## src/his_pkg.sv

```systemverilog
package his_pkg;

    // raw tdc code from the front end
    localparam int TDC_W = 10;
    typedef logic [TDC_W-1:0] tdc_code_t;

    // first code of the time window and bin width as a shift
    localparam int WIN_START = 64;
    localparam int BIN_SHIFT = 3;

    // bins per pixel
    localparam int NUM_BINS = 16;
    localparam int BIN_W = $clog2(NUM_BINS);
    typedef logic [BIN_W-1:0] bin_t;

    // pixels per acquisition
    localparam int NUM_PIXELS = 4;
    localparam int PIXEL_W = $clog2(NUM_PIXELS);
    typedef logic [PIXEL_W-1:0] pixel_t;

    // strobes per pixel
    localparam int SAMPLES_PER_PIXEL = 8;
    localparam int SAMPLE_W = $clog2(SAMPLES_PER_PIXEL);
    typedef logic [SAMPLE_W-1:0] sample_t;

    // acquisitions per frame
    localparam int NUM_ACQ = 2;
    localparam int ACQ_W = $clog2(NUM_ACQ);
    typedef logic [ACQ_W-1:0] acq_t;

    // one bank holds every bin of every pixel
    // word address is pixel * NUM_BINS + bin
    localparam int HIS_DEPTH = NUM_PIXELS * NUM_BINS;
    localparam int HIS_ADDR_W = $clog2(HIS_DEPTH);
    typedef logic [HIS_ADDR_W-1:0] his_addr_t;

    // clear walk covers both banks and needs one extra bit
    localparam int CLEAR_WORDS = 2 * HIS_DEPTH;
    typedef logic [HIS_ADDR_W:0] clr_cnt_t;

    // saturating bin count
    localparam int COUNT_W = 8;
    typedef logic [COUNT_W-1:0] count_t;
    localparam count_t COUNT_MAX = '1;

    // readout engine phase
    typedef enum logic [1:0] {
        ro_clear,
        ro_idle,
        ro_stream
    } ro_phase_t;

endpackage

```

## src/his_ram_if.sv

```systemverilog
`timescale 1ns/10ps

// one histogram memory port
// en reads {bank, addr}, rdata follows one cycle later
// we writes wdata back to the word read on the previous cycle
interface his_ram_if import his_pkg::*; ();

    logic      en;
    logic      we;
    logic      bank;
    his_addr_t addr;
    count_t    wdata;
    count_t    rdata;

    // builder or readout side
    modport master (
        output en, we, bank, addr, wdata,
        input  rdata
    );

    // memory side
    modport memory (
        input  en, we, bank, addr, wdata,
        output rdata
    );

endinterface

```

## src/bin_mapper.sv

```systemverilog
`timescale 1ns/10ps

module bin_mapper import his_pkg::*; (
    input  logic      clk,
    input  logic      res,
    input  logic      tdc_valid,
    input  tdc_code_t tdc_code,
    output logic      hit_valid,
    output logic      hit_in_window,
    output bin_t      hit_bin
);

    // code relative to window start
    tdc_code_t offset;
    // offset in bin units
    tdc_code_t shifted;
    logic      in_window;

    always_comb begin
        offset  = tdc_code - tdc_code_t'(WIN_START);
        shifted = offset >> BIN_SHIFT;
        // below start wraps around, so check the raw code too
        in_window = (tdc_code >= tdc_code_t'(WIN_START)) &&
                    (shifted < tdc_code_t'(NUM_BINS));
    end

    // every strobe is forwarded whether in window or not
    // builder needs all of them to keep its sample count exact
    always_ff @(posedge clk or negedge res) begin
        if (!res) begin
            hit_valid <= 1'b0;
        end else begin
            hit_valid <= tdc_valid;
        end
    end

    // window flag and bin of the strobe
    always_ff @(posedge clk) begin
        if (tdc_valid) begin
            hit_in_window <= in_window;
            hit_bin       <= shifted[BIN_W-1:0];
        end
    end

endmodule

```

## src/his_builder.sv

```systemverilog
`timescale 1ns/10ps

module his_builder import his_pkg::*; (
    input  logic      clk,
    input  logic      res,
    input  logic      hit_valid,
    input  logic      hit_in_window,
    input  bin_t      hit_bin,
    his_ram_if.master ram,
    output logic      bank,
    output logic      frame_done
);

    // nested counters for sample inside pixel inside acquisition
    sample_t sample_cnt;
    pixel_t  pixel_cnt;
    acq_t    acq_cnt;
    logic    last_sample;
    logic    last_pixel;
    logic    last_acq;
    logic    last_hit;

    // bank for new reads flips on the last hit itself
    logic act_bank;

    // write stage one cycle behind the read
    logic      st_valid;
    logic      st_last;
    logic      st_bank;
    his_addr_t st_addr;

    // copy of the word written last cycle
    logic      fw_valid;
    logic      fw_bank;
    his_addr_t fw_addr;
    count_t    fw_data;
    logic      fw_hit;
    count_t    cur_count;

    assign last_sample = (sample_cnt == sample_t'(SAMPLES_PER_PIXEL - 1));
    assign last_pixel  = (pixel_cnt == pixel_t'(NUM_PIXELS - 1));
    assign last_acq    = (acq_cnt == acq_t'(NUM_ACQ - 1));
    assign last_hit    = hit_valid && last_sample && last_pixel && last_acq;

    // read request straight from the mapper output
    assign ram.en   = hit_valid && hit_in_window;
    assign ram.bank = act_bank;
    assign ram.addr = {pixel_cnt, hit_bin};

    // memory has not yet absorbed last cycle's write, so take it from here
    assign fw_hit    = fw_valid && (fw_addr == st_addr) && (fw_bank == st_bank);
    assign cur_count = fw_hit ? fw_data : ram.rdata;

    // increment that sticks at full scale
    assign ram.we    = st_valid;
    assign ram.wdata = (cur_count == COUNT_MAX) ? cur_count : cur_count + count_t'(1);

    always_ff @(posedge clk or negedge res) begin
        if (!res) begin
            sample_cnt <= '0;
            pixel_cnt  <= '0;
            acq_cnt    <= '0;
            act_bank   <= 1'b0;
        end else if (hit_valid) begin
            sample_cnt <= last_sample ? '0 : sample_cnt + sample_t'(1);
            if (last_sample) begin
                pixel_cnt <= last_pixel ? '0 : pixel_cnt + pixel_t'(1);
                if (last_pixel) begin
                    acq_cnt <= last_acq ? '0 : acq_cnt + acq_t'(1);
                end
            end
            // next frame reads already land in the fresh bank
            if (last_hit) begin
                act_bank <= ~act_bank;
            end
        end
    end

    // stage and forward valid bits plus frame end flags
    always_ff @(posedge clk or negedge res) begin
        if (!res) begin
            st_valid   <= 1'b0;
            st_last    <= 1'b0;
            fw_valid   <= 1'b0;
            frame_done <= 1'b0;
            bank       <= 1'b0;
        end else begin
            st_valid   <= ram.en;
            // out-of-window last sample still ends the frame
            st_last    <= last_hit;
            fw_valid   <= st_valid;
            frame_done <= st_last;
            if (st_last) begin
                bank <= ~bank;
            end
        end
    end

    // address and data payload
    always_ff @(posedge clk) begin
        st_addr <= ram.addr;
        st_bank <= act_bank;
        fw_addr <= st_addr;
        fw_bank <= st_bank;
        fw_data <= ram.wdata;
    end

endmodule

```

## src/his_ram.sv

```systemverilog
`timescale 1ns/10ps

module his_ram import his_pkg::*; (
    input  logic      clk,
    his_ram_if.memory bp,
    his_ram_if.memory rp
);

    // two banks of bin counts
    count_t mem [2][HIS_DEPTH];

    // location of the last read on each port
    // a write in the following cycle goes back there
    logic      bp_bank_q;
    his_addr_t bp_addr_q;
    logic      rp_bank_q;
    his_addr_t rp_addr_q;

    // builder port
    // read and write may both be active in one cycle at different words
    always_ff @(posedge clk) begin
        if (bp.en) begin
            bp.rdata  <= mem[bp.bank][bp.addr];
            bp_bank_q <= bp.bank;
            bp_addr_q <= bp.addr;
        end
        if (bp.we) begin
            mem[bp_bank_q][bp_addr_q] <= bp.wdata;
        end

        // readout port with the same read then write-back scheme
        if (rp.en) begin
            rp.rdata  <= mem[rp.bank][rp.addr];
            rp_bank_q <= rp.bank;
            rp_addr_q <= rp.addr;
        end
        if (rp.we) begin
            mem[rp_bank_q][rp_addr_q] <= rp.wdata;
        end
    end

    // read of a word being written returns the old value
    // builder covers that case with its forward path

endmodule

```

## src/his_readout.sv

```systemverilog
`timescale 1ns/10ps

module his_readout import his_pkg::*; (
    input  logic      clk,
    input  logic      res,
    input  logic      frame_done,
    input  logic      bank,
    his_ram_if.master ram,
    output logic      ready,
    output logic      out_valid,
    output pixel_t    out_pixel,
    output bin_t      out_bin,
    output count_t    out_count
);

    ro_phase_t phase;
    // word counter whose top bit picks the bank while clearing
    clr_cnt_t  cnt;
    // bank being streamed
    logic      ro_bank;
    // a read went out last cycle, so its word gets cleared now
    logic      wr_pend;
    // address of the word now on rdata
    his_addr_t out_addr;

    assign ram.en    = (phase != ro_idle);
    assign ram.bank  = (phase == ro_clear) ? cnt[HIS_ADDR_W] : ro_bank;
    assign ram.addr  = cnt[HIS_ADDR_W-1:0];
    // every word read is zeroed behind the read
    assign ram.we    = wr_pend;
    assign ram.wdata = '0;

    assign {out_pixel, out_bin} = out_addr;
    assign out_count = ram.rdata;

    always_ff @(posedge clk or negedge res) begin
        if (!res) begin
            phase     <= ro_clear;
            cnt       <= '0;
            ro_bank   <= 1'b0;
            ready     <= 1'b0;
            wr_pend   <= 1'b0;
            out_valid <= 1'b0;
        end else begin
            wr_pend   <= ram.en;
            out_valid <= (phase == ro_stream);
            case (phase)
                ro_clear: begin
                    // walk both banks once after reset
                    cnt <= cnt + clr_cnt_t'(1);
                    if (cnt == clr_cnt_t'(CLEAR_WORDS - 1)) begin
                        cnt   <= '0;
                        ready <= 1'b1;
                        phase <= ro_idle;
                    end
                end
                ro_idle: begin
                    // bank has already flipped so the old one is the other
                    if (frame_done) begin
                        ro_bank <= ~bank;
                        cnt     <= '0;
                        phase   <= ro_stream;
                    end
                end
                ro_stream: begin
                    // next frame may end on the last read of this one
                    if (frame_done) begin
                        ro_bank <= ~bank;
                        cnt     <= '0;
                    end else if (cnt[HIS_ADDR_W-1:0] == his_addr_t'(HIS_DEPTH - 1)) begin
                        cnt   <= '0;
                        phase <= ro_idle;
                    end else begin
                        cnt <= cnt + clr_cnt_t'(1);
                    end
                end
                default: begin
                    phase <= ro_idle;
                end
            endcase
        end
    end

    // word address follows rdata by one cycle
    always_ff @(posedge clk) begin
        out_addr <= ram.addr;
    end

endmodule

```

## src/his_top.sv

```systemverilog
`timescale 1ns/10ps

module his_top import his_pkg::*; (
    input  logic      clk,
    input  logic      res,
    input  logic      tdc_valid,
    input  tdc_code_t tdc_code,
    output logic      ready,
    output logic      frame_done,
    output logic      bank,
    output logic      out_valid,
    output pixel_t    out_pixel,
    output bin_t      out_bin,
    output count_t    out_count
);

    // mapper to builder
    logic hit_valid;
    logic hit_in_window;
    bin_t hit_bin;

    // builder port on the active bank
    his_ram_if b_ram ();
    // readout port on the finished bank
    his_ram_if r_ram ();

    bin_mapper bin_mapper_i (
        .clk           (clk),
        .res           (res),
        .tdc_valid     (tdc_valid),
        .tdc_code      (tdc_code),
        .hit_valid     (hit_valid),
        .hit_in_window (hit_in_window),
        .hit_bin       (hit_bin)
    );

    his_builder his_builder_i (
        .clk           (clk),
        .res           (res),
        .hit_valid     (hit_valid),
        .hit_in_window (hit_in_window),
        .hit_bin       (hit_bin),
        .ram           (b_ram.master),
        .bank          (bank),
        .frame_done    (frame_done)
    );

    his_ram his_ram_i (
        .clk (clk),
        .bp  (b_ram.memory),
        .rp  (r_ram.memory)
    );

    // streams and clears the bank the builder just left
    his_readout his_readout_i (
        .clk        (clk),
        .res        (res),
        .frame_done (frame_done),
        .bank       (bank),
        .ram        (r_ram.master),
        .ready      (ready),
        .out_valid  (out_valid),
        .out_pixel  (out_pixel),
        .out_bin    (out_bin),
        .out_count  (out_count)
    );

endmodule

```

## config.mk

```make
export PLATFORM = sky130hd
export DESIGN_NAME = his_top
export DESIGN_NICKNAME = d
export VERILOG_FILES = /design/src/his_pkg.sv /design/src/his_ram_if.sv /design/src/bin_mapper.sv /design/src/his_builder.sv /design/src/his_ram.sv /design/src/his_readout.sv /design/src/his_top.sv
export SDC_FILE = /design/constraint.sdc
export NUM_CORES = 2
export LEC_CHECK = 0
export ABC_AREA = 1
export BUFFER_PORTS_ARGS = -buffer_cell sky130_fd_sc_hd__buf_4
export CORE_ASPECT_RATIO = 1.1
export CORE_MARGIN = 4
export CORE_UTILIZATION = 45
export CTS_BUF_LIST = sky130_fd_sc_hd__clkbuf_8
export DETAILED_ROUTE_END_ITERATION = 10
export PLACE_DENSITY = 0.64
export SLEW_MARGIN = 20
export SYNTH_ARGS = -nofsm -noshare
export SYNTH_HDL_FRONTEND = slang
export SYNTH_SLANG_ARGS = --single-unit
```

## constraint.sdc

```tcl
create_clock -name clk -period 3 [get_ports clk]
set_clock_uncertainty 0.05 [all_clocks]
set_input_delay 0.6 -clock clk [delete_from_list [all_inputs] [get_ports clk]]
set_output_delay 0.6 -clock clk [all_outputs]
set_load 0.01 [all_outputs]
```

==> flow_summary_export.csv <==
group,metric,value,unit
status,outcome,"complete, no violations",
die,die_area,0.153,mm^2
global_routing,grt.total_usage,33.3,%
drt,drc,0,
setup_path,path_buf_inv,5,
synthesis,synth_cells,10300,
cts,path_clk_slew,0.07,ns
setup_path,path_class,"flop to flop",
timing,hold_violations,0,
placed_design,dp_slack,-0.0226,ns
synthesis,synthTopCellsByArea,"dfxtp_1, nand2_1, o21ai_0",
setup_path,critPathCaptureType,"flop",
timing,fin_ws,0.0327,ns
timing,finalSetupViolCount,0,
synthesis,ys_ff_latch,1113,
die,pin_count,31,
global_routing,antenna_found_initial,8,
cts,cts_tree,"done",
synthesis,synth_top_area_cell,"dfxtp_1",
global_routing,grt_pass1_vias,66200,
pwr,p_switching,14.7,mW
worst_hold_path,min_path_type,"input pin to asynchronous set/reset pin",
cts,clock_sinks,1113,
die,rows,147,
pwr,ir_worst_vdd,0.000506,V
placed_design,place.gp.congestion,0.978,
synthesis,syn_area,0.0662,mm^2
synthesis,yosysSeqAreaShare,34.4,%
synthesis,synth_nets,10400,
pwr,p_sw_share,34.5,%
final_layout,fin_nets,10300,
drt,drtIter0Drc,8479,
cts,clk_latency,0.97,ns
cts,h-tree-depth,4,
final_layout,drive_above_1_share,12.4,%
final_layout,layout_commonest_cell,"nand2_1",
drt,wl_per_cell,21.8,um
global_routing,grt_max_degree,97,
die,die_w,374,um
final_layout,area_growth,14.5,%
die,die_h,410,um
synthesis,yosys_warnings,0,
pwr,combPwrFrac,22.3,%
cts,cts-root-buf,"clkbuf_8",
pwr,p_total,42.7,mW
setup_path,cpMaxStageDelayCell,"dfrtp_1",
setup_path,worstPathArrival,3.63,ns
timing,slew_viol_final,0,
pwr,clockPowerShare,36.5,%
drt,antenna_left,0,
synthesis,syn_area_per_cell,6.41,um^2
timing,worst_slew_pin_slew,0.901,ns
timing,clock.fmax,337,MHz
final_layout,fin_cells,12400,
pwr,power_density,563,mW/mm^2
placed_design,io_buffers,27,
cts,cts_inserted_buffers,199,
setup_path,worst_setup_path_start_kind,"flop",
placed_design,post-dp-hpwl,179,mm
setup_path,crit_family,"simple AND/OR/NAND/NOR gates",
drt,drtPass1Iterations,6,
setup_path,path_cells,"inv_1, ha_4, inv_2, nand2_4, nand2_8, buf_16, buf_4, buf_16, o211ai_1, nand3_1, nand3_1, nand2_1, nand2_1, nor2_2, nor2_1, nor2_1",
synthesis,synth_edf_count,35,
setup_path,max_stage_delay,0.41,ns
pwr,p_leak,34.7,nW
setup_path,timing.rr.end,"his_ram_i.rp.rdata[5]$_DFFE_PN_",
setup_path,rrSetupSlack,0.03,ns
placed_design,postPlaceCellArea,0.0705,mm^2
pwr,p_int,28.0,mW
final_layout,final_cell_mix,"nand2_1, inv_1, o21ai_0",
synthesis,synthArstFlopShare,2.34,%
pwr,p_seq_share,41.2,%
synthesis,synth_top_area_share,31.8,%
global_routing,grt_first_pass_wirelength,399,mm
setup_path,worst_r2r_startpoint,"his_readout_i.phase[1]$_DFFE_PN0P_",
setup_path,critPathRequiredTime,3.67,ns
final_layout,final_util,51.9,%
final_layout,finish.instance_area,0.0758,mm^2
synthesis,synth_cell_types,39,
global_routing,gr-total-overflow,0,
placed_design,dpl.cell_count,12000,
drt,vias_per_cell,5.77,
drt,totalWireLength,271,mm
setup_path,path_max_fanout,24,
job,drv_cap,0,
timing,fin_crit,2.97,ns
die,start_util,45.3,%
synthesis,synthFlopType,"dfxtp_1",
setup_path,worstRegToRegCells,16,
timing,slew_headroom,39.8,%
timing,fin_crit_sh,98.9,%
cts,cts_buffer_depth,3,
setup_path,cp-startpoint,"his_readout_i.phase[1]$_DFFE_PN0P_",
die,core,0.146,mm^2
drt,vias,71800,
[registers in the layout (all words and copies together) (netlist names), 2 cells and up]
signal                    flops
his_builder_i.pixel_cnt       2
his_ram_i.bp_addr_q           6
bin_mapper_i.hit_bin          4
his_ram_i.bp.rdata            8
his_builder_i.fw_data         8
his_readout_i.out_addr        6
his_ram_i.rp_addr_q           6
his_builder_i.st_addr         6
his_ram_i.rp.rdata            8
his_readout_i.cnt             7
his_builder_i.fw_addr         6
his_readout_i.phase           2
his_ram_i.mem              1024
his_builder_i.sample_cnt      3
[through the flow]
| step | TNS [ns] | hold WS [ns] |
|---|---|---|
| floorplan | 0 | 0.254 |
| global placement | 0 | 0.307 |
| detailed placement | -0.0226 | 0.311 |
| CTS | 0 | 0.0107 |
| global route | -0.0718 | 0.0570 |
| finish | 0 | 0.0672 |
[layout make-up]
type,instances,area [um^2]
fill,14600,70300
multi-input combinational,6902,34300
sequential,1113,22800
timing repair buffer,571,6170
inverter,1537,5810
clock buffer,267,3670
tap,1937,2420
clock inverter,102,658
antenna,5,12.5
[worst max path at each step]
stage	to	slack, ns	cells after the start
floorplan	his_ram_i.rp.rdata[0]$_DFFE_PN_	0.62	17
global placement	his_ram_i.rp.rdata[2]$_DFFE_PN_	0.04	16
detailed placement	his_ram_i.rp.rdata[2]$_DFFE_PN_	-0.02	16
CTS	his_ram_i.rp.rdata[3]$_DFFE_PN_	0.009	18
global route	his_ram_i.rp.rdata[0]$_DFFE_PN_	-0.02	17
finish	his_ram_i.rp.rdata[5]$_DFFE_PN_	0.03	16
[power groups by stage]
stage,Sequential (mW),Clock (mW),Combinational [mW]
after global placement,17.8,0,9.04
after CTS,17.6,15.7,9.23
after floorplan,17.5,0,6.01
after detailed placement,17.9,0,9.18
final,17.6,15.6,9.51
after global routing,17.7,16.4,10.2
[synth_stat cells (all sizes together), types with 4 or more instances]
master / instances
o21bai: 4
dfxtp: 1052
edfxtp: 35
dfrtp: 26
buf: 346
inv: 1528
xor2: 4
nor3: 126
o21a: 103
o22ai: 28
nand3b: 6
nand3: 1353
a21oi: 1161
o211ai: 225
or2: 9
o21ai: 1277
clkbuf: 435
nor2: 714
ha: 9
nand2: 1876
clkinv: 9
[layer usage]
layer	GRT usage (%)	vias to the layer above	routed length, um
met5	0	-	13
met1	41.1	33100	104000
met2	52.9	4060	120000
li1	-	33700	-
met4	22.0	2	19400
met3	6.35	976	27500
[repair_timing]
item	4_1_cts	5_1_grt
endpoints found under the hold margin	37	0
setup endpoints to repair	2	162
buffers inserted	0	21
pin swaps	0	12
resized for setup	2	73
cloned	0	16
hold buffers	9	0
[cells by family after synthesis]
| group | Yosys count | share of synthesized area (%) |
|---|---|---|
| xor+xnor | 5 | 0.0662 |
| simple gates | 4085 | 28.5 |
| compound gates | 2801 | 22.5 |
| buf+inv | 2318 | 14.4 |
| flops | 1113 | 34.4 |
| fa+ha+maj | 9 | 0.170 |
| mux | 1 | 0.0170 |
No activity file was read; power rests on OpenSTA's default activity.
